<file path="src/hdl/mem_params.svh">
`ifndef MEM_PARAMS_SVH
`define MEM_PARAMS_SVH

// data memory size in 32-bit words
`define MEM_DEPTH_WORDS 256

// cycles from the first request cycle to data_resp, at least 1
`define MEM_LATENCY 2

// major opcodes for the two memory instruction classes
`define OP_LOAD  7'b0000011
`define OP_STORE 7'b0100011

// opcode of register-immediate ALU instructions
`define OP_IMM   7'b0010011

// register-register ALU instructions
`define OP_REG   7'b0110011

`endif

</file>
<file path="src/hdl/rv32i_isa_pkg.sv">
`default_nettype none

package rv32i_isa_pkg;

  localparam int FUNCT3_W = 3;
  localparam int REG_IDX_W = 5;

  // funct3 encodings shared by loads and stores
  localparam logic [FUNCT3_W-1:0] F3_B  = 3'b000;
  localparam logic [FUNCT3_W-1:0] F3_H  = 3'b001;
  localparam logic [FUNCT3_W-1:0] F3_W  = 3'b010;
  localparam logic [FUNCT3_W-1:0] F3_BU = 3'b100;
  localparam logic [FUNCT3_W-1:0] F3_HU = 3'b101;

  // a load reads the word as I-format, a store as S-format
  typedef union packed {
    struct packed {
      logic [11:0]          imm;
      logic [REG_IDX_W-1:0] rs1;
      logic [FUNCT3_W-1:0]  funct3;
      logic [REG_IDX_W-1:0] rd;
      logic [6:0]           opcode;
    } i_fmt;
    struct packed {
      logic [6:0]           imm_hi;
      logic [REG_IDX_W-1:0] rs2;
      logic [REG_IDX_W-1:0] rs1;
      logic [FUNCT3_W-1:0]  funct3;
      logic [4:0]           imm_lo;
      logic [6:0]           opcode;
    } s_fmt;
  } rv32i_instr_u;

endpackage

`default_nettype wire

</file>
<file path="src/hdl/mem_lane_pkg.sv">
`default_nettype none

package mem_lane_pkg;

  import rv32i_isa_pkg::*;

  // byte enables for a store of the given size at the given offset
  function automatic logic [3:0] store_mask(input logic [FUNCT3_W-1:0] funct3,
                                            input logic [1:0] addr_lo);
    case (funct3)
      F3_B:    return 4'b0001 << addr_lo;
      F3_H:    return addr_lo[1] ? 4'b1100 : 4'b0011;
      default: return 4'b1111;
    endcase
  endfunction

  // replicate the value over the word, then keep only the enabled lanes
  function automatic logic [31:0] store_lanes(input logic [FUNCT3_W-1:0] funct3,
                                              input logic [1:0] addr_lo,
                                              input logic [31:0] value);
    logic [31:0] rep;
    logic [3:0]  mask;
    case (funct3)
      F3_B:    rep = {4{value[7:0]}};
      F3_H:    rep = {2{value[15:0]}};
      default: rep = value;
    endcase
    mask = store_mask(funct3, addr_lo);
    return rep & {{8{mask[3]}}, {8{mask[2]}}, {8{mask[1]}}, {8{mask[0]}}};
  endfunction

  // pick the addressed byte or half and extend it
  function automatic logic [31:0] load_ext(input logic [FUNCT3_W-1:0] funct3,
                                           input logic [1:0] addr_lo,
                                           input logic [31:0] word);
    logic [7:0]  byte_v;
    logic [15:0] half_v;
    byte_v = word[8*addr_lo +: 8];
    half_v = addr_lo[1] ? word[31:16] : word[15:0];
    case (funct3)
      F3_B:    return {{24{byte_v[7]}}, byte_v};
      F3_H:    return {{16{half_v[15]}}, half_v};
      F3_BU:   return {24'b0, byte_v};
      F3_HU:   return {16'b0, half_v};
      default: return word;
    endcase
  endfunction

endpackage

`default_nettype wire

</file>
<file path="src/hdl/store_align.sv">
`default_nettype none

module store_align
  import rv32i_isa_pkg::*;
  import mem_lane_pkg::*;
(
  input  wire logic [FUNCT3_W-1:0] funct3,
  input  wire logic [1:0]          addr_lo,
  input  wire logic [31:0]         store_value,
  output logic      [3:0]          mbe,
  output logic      [31:0]         wdata
);

  logic [3:0]  lane_mask;
  logic [31:0] lane_word;

  // enables and lane data come from the same size decode
  always_comb begin
    lane_mask = store_mask(funct3, addr_lo);
    lane_word = store_lanes(funct3, addr_lo, store_value);
  end

  assign mbe   = lane_mask;
  assign wdata = lane_word;

  // a halfword at offset 3 would cross into the next word
  a_half_in_word: assert final (!(funct3 == F3_H && addr_lo == 2'b11))
    else $error("store_align: halfword store at offset 3");

endmodule

`default_nettype wire

</file>
<file path="src/hdl/mem_forward_unit.sv">
`default_nettype none

`include "mem_params.svh"

module mem_forward_unit
  import rv32i_isa_pkg::*;
(
  input  wire rv32i_instr_u instruction,
  input  wire logic         mem_write,
  input  wire rv32i_instr_u instruction_out,
  input  wire logic         load_regfile_out,
  input  wire logic [31:0]  alu_out,
  input  wire logic [31:0]  alu_out_out,
  output logic              fwd
);

  logic store_here;
  logic load_in_wb;
  logic reg_match;
  logic word_match;

  assign store_here = mem_write && (instruction.s_fmt.opcode == `OP_STORE);
  assign load_in_wb = load_regfile_out && (instruction_out.i_fmt.opcode == `OP_LOAD);

  // x0 never carries a loaded value
  assign reg_match  = (instruction.s_fmt.rs2 == instruction_out.i_fmt.rd) &&
                      (instruction_out.i_fmt.rd != '0);
  assign word_match = (alu_out[31:2] == alu_out_out[31:2]);

  assign fwd = store_here && load_in_wb && reg_match && word_match;

endmodule

`default_nettype wire

</file>
<file path="src/hdl/load_extend.sv">
`default_nettype none

module load_extend
  import rv32i_isa_pkg::*;
  import mem_lane_pkg::*;
(
  input  wire logic [FUNCT3_W-1:0] funct3,
  input  wire logic [1:0]          addr_lo,
  input  wire logic [31:0]         rdata,
  output logic      [31:0]         value
);

  logic [31:0] ext;

  // LB, LH, LBU and LHU pick a lane; LW passes the word
  always_comb begin
    ext = load_ext(funct3, addr_lo, rdata);
  end

  assign value = ext;

endmodule

`default_nettype wire

</file>
<file path="src/hdl/memory_access.sv">
`default_nettype none

module memory_access
  import rv32i_isa_pkg::*;
(
  input  wire logic        clk,
  input  wire logic        rst,
  input  wire logic [31:0] pc,
  input  wire logic [31:0] instruction,
  input  wire logic [31:0] alu_out,
  input  wire logic [31:0] rs2_value,
  input  wire logic        br_en,
  input  wire logic        mem_read,
  input  wire logic        mem_write,
  input  wire logic        load_regfile,
  input  wire logic [31:0] data_rdata,
  input  wire logic        data_resp,
  output logic      [31:0] data_addr,
  output logic      [31:0] data_wdata,
  output logic      [3:0]  data_mbe,
  output logic             data_read,
  output logic             data_write,
  output logic             ma_stall,
  output logic      [31:0] pc_out,
  output logic      [31:0] pc_plus4_out,
  output logic      [31:0] instruction_out,
  output logic      [31:0] alu_out_out,
  output logic             br_en_out,
  output logic             load_regfile_out,
  output logic      [31:0] rd_load_data
);

  rv32i_instr_u        instr_u;
  logic [FUNCT3_W-1:0] funct3;
  logic [1:0]          store_lo;
  logic [31:0]         store_src;
  logic                fwd;
  logic [31:0]         rdata_q;
  logic [1:0]          addr_lo_q;
  logic [FUNCT3_W-1:0] funct3_q;

  assign instr_u = instruction;
  // funct3 sits at the same bits in the I and S views
  assign funct3  = instr_u.i_fmt.funct3;

  mem_forward_unit i_mem_forward_unit (
    .instruction      (instruction),
    .mem_write        (mem_write),
    .instruction_out  (instruction_out),
    .load_regfile_out (load_regfile_out),
    .alu_out          (alu_out),
    .alu_out_out      (alu_out_out),
    .fwd              (fwd)
  );

  // loaded value in write-back replaces a stale rs2
  assign store_src = fwd ? rd_load_data : rs2_value;
  // lane offset only matters for a store
  assign store_lo  = mem_write ? alu_out[1:0] : 2'b00;

  store_align i_store_align (
    .funct3      (funct3),
    .addr_lo     (store_lo),
    .store_value (store_src),
    .mbe         (data_mbe),
    .wdata       (data_wdata)
  );

  assign data_addr  = {alu_out[31:2], 2'b00};
  assign data_read  = mem_read;
  assign data_write = mem_write;
  assign ma_stall   = (mem_read || mem_write) && !data_resp;

  always_ff @(posedge clk) begin
    if (rst) begin
      pc_out           <= '0;
      pc_plus4_out     <= '0;
      instruction_out  <= '0;
      alu_out_out      <= '0;
      br_en_out        <= 1'b0;
      load_regfile_out <= 1'b0;
      rdata_q          <= '0;
      addr_lo_q        <= '0;
      funct3_q         <= '0;
    end else if (!ma_stall) begin
      pc_out           <= pc;
      pc_plus4_out     <= pc + 32'd4;
      instruction_out  <= instruction;
      alu_out_out      <= alu_out;
      br_en_out        <= br_en;
      load_regfile_out <= load_regfile;
      rdata_q          <= data_rdata;
      addr_lo_q        <= alu_out[1:0];
      funct3_q         <= funct3;
    end
  end

  load_extend i_load_extend (
    .funct3  (funct3_q),
    .addr_lo (addr_lo_q),
    .rdata   (rdata_q),
    .value   (rd_load_data)
  );

  a_one_request: assert property (@(posedge clk) disable iff (rst)
    !(data_read && data_write));

  // a stalled request stays on the bus until data_resp
  a_request_held: assert property (@(posedge clk) disable iff (rst)
    ma_stall |=> (data_read || data_write) && $stable(data_addr));

endmodule

`default_nettype wire

</file>
<file path="config.mk">
export PLATFORM = sky130hd
export DESIGN_NAME = memory_access
export DESIGN_NICKNAME = d
export VERILOG_FILES = /design/src/hdl/rv32i_isa_pkg.sv /design/src/hdl/mem_lane_pkg.sv /design/src/hdl/store_align.sv /design/src/hdl/mem_forward_unit.sv /design/src/hdl/load_extend.sv /design/src/hdl/memory_access.sv
export VERILOG_INCLUDE_DIRS = /design/src /design/src/hdl
export SDC_FILE = /design/constraint.sdc
export NUM_CORES = 1
export LEC_CHECK = 0
export ABC_AREA = 0
export BUFFER_PORTS_ARGS = -buffer_cell sky130_fd_sc_hd__buf_2
export CORE_ASPECT_RATIO = 0.8
export CORE_UTILIZATION = 35
export CTS_CLUSTER_DIAMETER = 100
export DETAILED_ROUTE_END_ITERATION = 6
export GPL_TIMING_DRIVEN = 0
export PLACE_DENSITY = 0.7
export SETUP_SLACK_MARGIN = 0.4
export SLEW_MARGIN = 30
export SYNTH_ARGS = -nofsm -noshare
export SYNTH_HDL_FRONTEND = slang
export SYNTH_SLANG_ARGS = --single-unit
</file>
<file path="constraint.sdc">
create_clock -name clk -period 4.6 [get_ports clk]
set_clock_uncertainty 0.05 [all_clocks]
set_input_delay 0.92 -clock clk [delete_from_list [all_inputs] [get_ports clk]]
set_output_delay 0.92 -clock clk [all_outputs]
set_load 0.01 [all_outputs]
</file>
==> results of run 1 <==
==> final cells by class <==
| cell class | instances | area share [%] |
|---|---|---|
| Tap cell | 312 | 3.31 |
| Buffer | 113 | 5.10 |
| Clock buffer | 18 | 3.64 |
| Clock inverter | 12 | 1.08 |
| Multi-Input combinational cell | 792 | 40.6 |
| Antenna cell | 3 | 0.0636 |
| Timing Repair Buffer | 408 | 18.2 |
| Inverter | 27 | 0.859 |
| Sequential cell | 160 | 27.1 |
==> metal layers <==
metal,wire [µm],vias to the layer above
met1,15100,4595
met3,2880,45
met4,696,0
met2,16200,507
met5,0,-
li1,-,4594
==> cells by family after synthesis <==
logic type,after synthesis,share of synthesized area [%]
buffers and inverters,140,8.21
muxes,27,3.51
other,1,0.0452
adders and majority gates,1,0.151
xor gates and xnor gates,63,6.64
and+or+nand+nor,430,23.0
AOI/OAI and AO/OA,269,19.8
DFF,160,38.6
==> flip-flops by register name, indices dropped and copies added, names as in the netlist <==
| register | count |
|---|---|
| alu_out_out | 32 |
| instruction_out | 32 |
| pc_out | 32 |
| rdata_q | 32 |
| pc_plus4_out | 30 |
| br_en_out | 1 |
| load_regfile_out | 1 |
==> synthesized netlist by cell type (7+ instances only) <==
master	instances	area, µm²
o31a_1	15	131
o31ai_1	7	52.6
xor2_1	30	263
a21oi_1	151	756
xnor2_1	33	289
and3_1	11	68.8
mux2i_1	19	190
a211oi_1	56	420
nor4_1	17	106
inv_1	25	93.8
nand2_1	287	1080
a2bb2oi_1	7	61.3
o22ai_1	16	100
buf_4	36	270
clkbuf_1	70	263
nor3_1	7	35.0
nand3_1	15	75.1
o21ai_0	9	45.0
nand4_1	12	75.1
nor2_1	47	176
dfxtp_1	160	3200
mux2_2	7	78.8
==> worst max-delay path by stage <==
stage / startpoint / endpoint / slack (ns) / depth (start not counted)
global placement: alu_out[31] / data_wdata[30] / -0.32 / 10
floorplan: instruction[3] / data_wdata[26] / 0.61 / 8
global route: instruction[6] / data_wdata[17] / 0.12 / 11
detailed placement: alu_out[31] / data_wdata[10] / -0.31 / 10
CTS: instruction[2] / data_wdata[22] / 0.21 / 11
finish: alu_out[27] / data_wdata[24] / 0.15 / 11
==> worst max-delay path: cells and delay by family <==
family	cells	cell delay (ns)
and+or+nand+nor	3	1.01
buffers and inverters	5	0.81
muxes	1	0.38
xor gates and xnor gates	1	0.23
AOI/OAI and AO/OA	1	0.13
==> through the flow <==
stage	TNS, ns	std cells
after CTS	0	1839
after detailed placement	-6.12	1800
after global placement	-6.30	1800
after global routing	0	1845
after floorplan	0	1092
final	0	1845
==> power by group through the flow <==
stage	Sequential (µW)	Clock (µW)	Combinational, µW
floorplan	1600	0	395
global placement	1570	0	812
detailed placement	1570	0	820
CTS	1550	1410	850
global route	1560	1460	932
finish	1550	1390	868
==> timing repair <==
action                     4_1_cts  5_1_grt
resized for setup               56       21
pin swaps                       19       14
setup endpoints to repair       32       32
buffers inserted                 7        3
gates cloned                     2        0
==> flow_metrics.env, run 1 <==
export IMPL_status="finished clean"
export IMPL_seq_area_frac_synth_pct=38.6
export IMPL_final_seq_area_mm2=0.00320
export IMPL_max_cap_viol_count=0
export IMPL_reg2reg_slack_ns=3.08
export IMPL_synthCells=1091
export IMPL_power_uw=3800
export IMPL_hold_end="instruction_out[27]$_SDFFE_PP0N_"
export IMPL_num_vias=9741
export IMPL_final_setup_worst_slack_ns=0.146
export IMPL_wl_per_cell_um=18.9
export IMPL_multi_input_area_mm2=0.00479
export IMPL_layout_commonest_cell="buf_2"
export IMPL_routed_wl_um=34800
export IMPL_layout_common_cells="buf_2, nand2_1, dfxtp_1"
export IMPL_nets=1687
export IMPL_hold_start="instruction_out[27]$_SDFFE_PP0N_"
export IMPL_cts_hold_fix_buffers=0
export IMPL_p_seq_share_pct=40.7
export IMPL_grtUsageTotal_pct=27.6
export IMPL_min_period_over_period_pct=96.8
export IMPL_synthToLayoutAreaGrowth_pct=42.1
export IMPL_die_height_um=140
export IMPL_maxSlewHeadroom_pct=40.5
export IMPL_grt_max_degree=17
export IMPL_fill_cells=2359
export IMPL_cts_tree="yes"
export IMPL_clk_latency_ns=0.41
export IMPL_core_area_mm2=0.0233
export IMPL_fin_area_mm2=0.0118
export IMPL_synth_seq_cells=160
export IMPL_boundaryPins=400
export IMPL_routabilityCongestion=0.957
export IMPL_io_buffers=396
export IMPL_first_iter_violations=838
export IMPL_clk_pin_slew_worst_paths_ns=0.07
export IMPL_yosysWarnings=0
export IMPL_first_pass_iters=5
export IMPL_grt_pass1_wl_um=52200
export IMPL_p_sw_uw=1230
export IMPL_grt_use_met3_pct=5.79
export IMPL_h_tree_depth=4
export IMPL_power_leakage_uw=0.00544
export IMPL_drcViolationCount=0
export IMPL_fin_crit_ns=4.45
export IMPL_cts_root_buf="clkbuf_16"
export IMPL_cts_made_buffers=17
export IMPL_via_per_inst=5.28
export IMPL_required_ns=3.63
export IMPL_cp_end_kind="output pin"
export IMPL_hold_viol=0
export IMPL_grt_pass1_vias=9066
export IMPL_top_usage_layer="met2"
export IMPL_path_max_fanout=9
export IMPL_reg2reg_depth=4
export IMPL_placementRows=50
export IMPL_p_clk_share_pct=36.4
export IMPL_synth_cell_types=57
export IMPL_antenna_left=0
export IMPL_p_int_uw=2580
export IMPL_ys_async_sr_fraction_pct=0
export IMPL_peakVddDrop_v=0.000253
export IMPL_syn_area_mm2=0.00831
export IMPL_setup_viol=0
export IMPL_fmax_ghz=0.224
export IMPL_holdWs_ns=0.398
export IMPL_die_x_um=174
export IMPL_synth_area_per_cell_um2=7.61
export IMPL_p_per_area_mw_per_mm2=322
export IMPL_final_util_pct=50.6
export IMPL_worstReg2RegEnd="instruction_out[13]$_SDFFE_PP0N_"
export IMPL_combPwrFrac_pct=22.8
export IMPL_global_route_usage_met1_pct=36.7
export IMPL_rsz0062_at_grt="true"
export IMPL_drive_gt1_share_pct=35.3
export IMPL_use_met2_pct=45.1
export IMPL_cts_path_max_buffers=2
export IMPL_hold_path_class="reg2reg"
export IMPL_critPathLaunchType="input pin"
export IMPL_die_area_mm2=0.0244
export IMPL_cp_cell_sequence="buf_2, xnor2_4, nand4_1, or4bb_1, buf_4, nor3_4, buf_6, buf_8, mux2i_4, a211oi_2, buf_2"
export IMPL_antenna_found_initial=3
export IMPL_synth_ff_type="dfxtp_1"
export IMPL_worstReg2RegStart="instruction_out[13]$_SDFFE_PP0N_"
export IMPL_place_ws_ns=-0.312
export IMPL_p_sw_share_pct=32.3
export IMPL_place_area_mm2=0.0107
export IMPL_dp_hpwl_um=27400
export IMPL_worst_slew_pin_slew_ns=0.886
export IMPL_drv_slew=0
export IMPL_synth_edff_count=0
export IMPL_arrival_ns=3.48
export IMPL_crit_type="in2out"
export IMPL_cpPeakStageDelay_ns=0.58
export IMPL_grt_ovfl_total=0
export IMPL_start_util_pct=35.6
export IMPL_cts_sinks=160
export IMPL_min_path_cells=2
export IMPL_crit_slowest_cell="or4bb_1"
export IMPL_timing_critical_path_mode_cell="buf_2"
No activity file was read; power rests on OpenSTA's default activity.
==> inputs of run 2 (changes only) <==
--- a/config.mk
+++ b/config.mk
@@ -14,6 +14,7 @@
 export DETAILED_ROUTE_END_ITERATION = 6
 export GPL_TIMING_DRIVEN = 0
 export PLACE_DENSITY = 0.7
+export RECOVER_POWER = 50
 export SETUP_SLACK_MARGIN = 0.4
 export SLEW_MARGIN = 30
 export SYNTH_ARGS = -nofsm -noshare
==> constraint.sdc (replaced) <==
create_clock -name clk -period 4.4 [get_ports clk]
set_clock_uncertainty 0.05 [all_clocks]
set_input_delay 0.88 -clock clk [delete_from_list [all_inputs] [get_ports clk]]
set_output_delay 0.88 -clock clk [all_outputs]
set_load 0.01 [all_outputs]
==> run 2 against run 1 <==
  * Critical path depth is the same
  * Cell count is essentially flat
  * Non-clock buffer count shrank 1
  * Via count shrank 0.51%
  * Highest routed layer unchanged
==> flow_metrics.env, run 2 (synthesized netlist as in run 1, its figures left out) <==
export IMPL_dp_hpwl_um=27400
export IMPL_rsz0062_at_grt="true"
export IMPL_grtUsageTotal_pct=27.7
export IMPL_arrival_ns=3.43
export IMPL_first_pass_iters=5
export IMPL_max_cap_viol_count=0
export IMPL_grt_ovfl_total=0
export IMPL_path_max_fanout=9
export IMPL_p_per_area_mw_per_mm2=340
export IMPL_cts_made_buffers=17
export IMPL_wl_per_cell_um=18.9
export IMPL_start_util_pct=35.6
export IMPL_fill_cells=2434
export IMPL_clk_latency_ns=0.41
export IMPL_first_iter_violations=945
export IMPL_cts_tree="yes"
export IMPL_drive_gt1_share_pct=25.6
export IMPL_cts_sinks=160
export IMPL_antenna_left=0
export IMPL_hold_path_class="reg2reg"
export IMPL_hold_start="instruction_out[27]$_SDFFE_PP0N_"
export IMPL_boundaryPins=400
export IMPL_setup_viol=0
export IMPL_min_path_cells=2
export IMPL_h_tree_depth=4
export IMPL_power_leakage_uw=0.00489
export IMPL_min_period_over_period_pct=99.2
export IMPL_drcViolationCount=0
export IMPL_antenna_found_initial=3
export IMPL_grt_pass1_wl_um=52200
export IMPL_maxSlewHeadroom_pct=43.5
export IMPL_io_buffers=396
export IMPL_cp_end_kind="output pin"
export IMPL_num_vias=9691
export IMPL_via_per_inst=5.26
export IMPL_worst_slew_pin_slew_ns=0.843
export IMPL_clk_pin_slew_worst_paths_ns=0.07
export IMPL_layout_common_cells="nand2_1, buf_2, clkbuf_1"
export IMPL_reg2reg_slack_ns=2.87
export IMPL_worstReg2RegStart="instruction_out[13]$_SDFFE_PP0N_"
export IMPL_placementRows=50
export IMPL_nets=1686
export IMPL_reg2reg_depth=4
export IMPL_core_area_mm2=0.0233
export IMPL_fmax_ghz=0.229
export IMPL_routed_wl_um=34900
export IMPL_worstReg2RegEnd="instruction_out[13]$_SDFFE_PP0N_"
export IMPL_routabilityCongestion=0.957
export IMPL_critPathLaunchType="input pin"
export IMPL_power_uw=3960
export IMPL_layout_commonest_cell="nand2_1"
export IMPL_fin_crit_ns=4.36
export IMPL_die_height_um=140
export IMPL_die_area_mm2=0.0244
export IMPL_crit_type="in2out"
export IMPL_drv_slew=0
export IMPL_holdWs_ns=0.401
export IMPL_peakVddDrop_v=0.000266
export IMPL_status="finished clean"
export IMPL_grt_pass1_vias=9071
export IMPL_cts_path_max_buffers=2
export IMPL_die_x_um=174
export IMPL_hold_end="instruction_out[27]$_SDFFE_PP0N_"
export IMPL_hold_viol=0
export IMPL_cts_root_buf="clkbuf_16"
export IMPL_required_ns=3.47
export IMPL_grt_max_degree=17
export IMPL_synthToLayoutAreaGrowth_pct=40.1
export IMPL_cts_hold_fix_buffers=0
-- run 2: cell types whose count changed in the layout (fill, tap and decap cells not counted), sizes merged --
cell | previous run | this run
clkbuf | 85 | 244
buf | 454 | 294
-- run 2: stage by stage --
| stage | cells | TNS, ns | util (%) | cell area (µm²) | setup WS, ns |
|---|---|---|---|---|---|
| after global placement | 1800 | -9.80 | 45.8 | 10700 | -0.442 |
| final | 1844 | 0 | 49.9 | 11600 | 0.0367 |
| after floorplan | 1092 | 0 | - | 8310 | 0.490 |
| after CTS | 1840 | 0 | 50.1 | 11700 | 0.0949 |
| after global routing | 1844 | -0.000366 | 49.9 | 11600 | -0.000330 |
| after detailed placement | 1800 | -9.62 | 45.8 | 10700 | -0.432 |
-- run 2: worst max path at each step --
stage / startpoint / to / slack, ns / cells after the start
final: alu_out[10] / data_wdata[24] / 0.04 / 11
after CTS: instruction[2] / data_wdata[22] / 0.09 / 11
after global placement: alu_out[31] / data_wdata[30] / -0.44 / 10
after detailed placement: alu_out[31] / data_wdata[10] / -0.43 / 10
after global routing: instruction[6] / data_wdata[17] / -0.0003 / 11
after floorplan: instruction[3] / data_wdata[26] / 0.49 / 8
-- run 2: critical path: stages --
cell and delay, ns:
buf_2 0.14, xnor2_4 0.22, and4_1 0.24, or4bb_1 0.53, buf_4 0.20, nor3_4 0.25
buf_6 0.15, buf_8 0.13, mux2i_4 0.37, a211oi_2 0.13, buf_2 0.18
-- run 2: cell type report --
class                   count  area (µm²)  share of cell area, %
repair buffers            407        1950                   16.7
well taps                 312         390                   3.35
flip-flops and latches    160        3200                   27.5
inverters                  27         101                  0.871
plain buffers             113         603                   5.18
clock buffers              18         429                   3.69
clock inverters            12         128                   1.10
multi-input cells         792        4830                   41.5
diodes                      3        7.51                 0.0645
-- run 2: per-layer routing --
metal	track usage (%)	share of wire (%)	up-vias
met4	7.85	1.8	0
li1	-	-	4591
met5	0	0	-
met1	36.7	43	4597
met2	45.1	47	464
met3	5.79	7.7	39
-- run 2: timing repair --
item                       CTS  global route
pin swaps                   20            17
resized for setup           58            29
cloned                       2             0
buffers inserted             8             1
setup endpoints to repair   32            32
-- run 2: report_power, final --
group          leakage (µW)  internal [µW]  total (µW)  switching [µW]
Combinational       0.00329            338         887             549
Clock              0.000267            789        1450             663
Sequential          0.00133           1540        1620            76.8
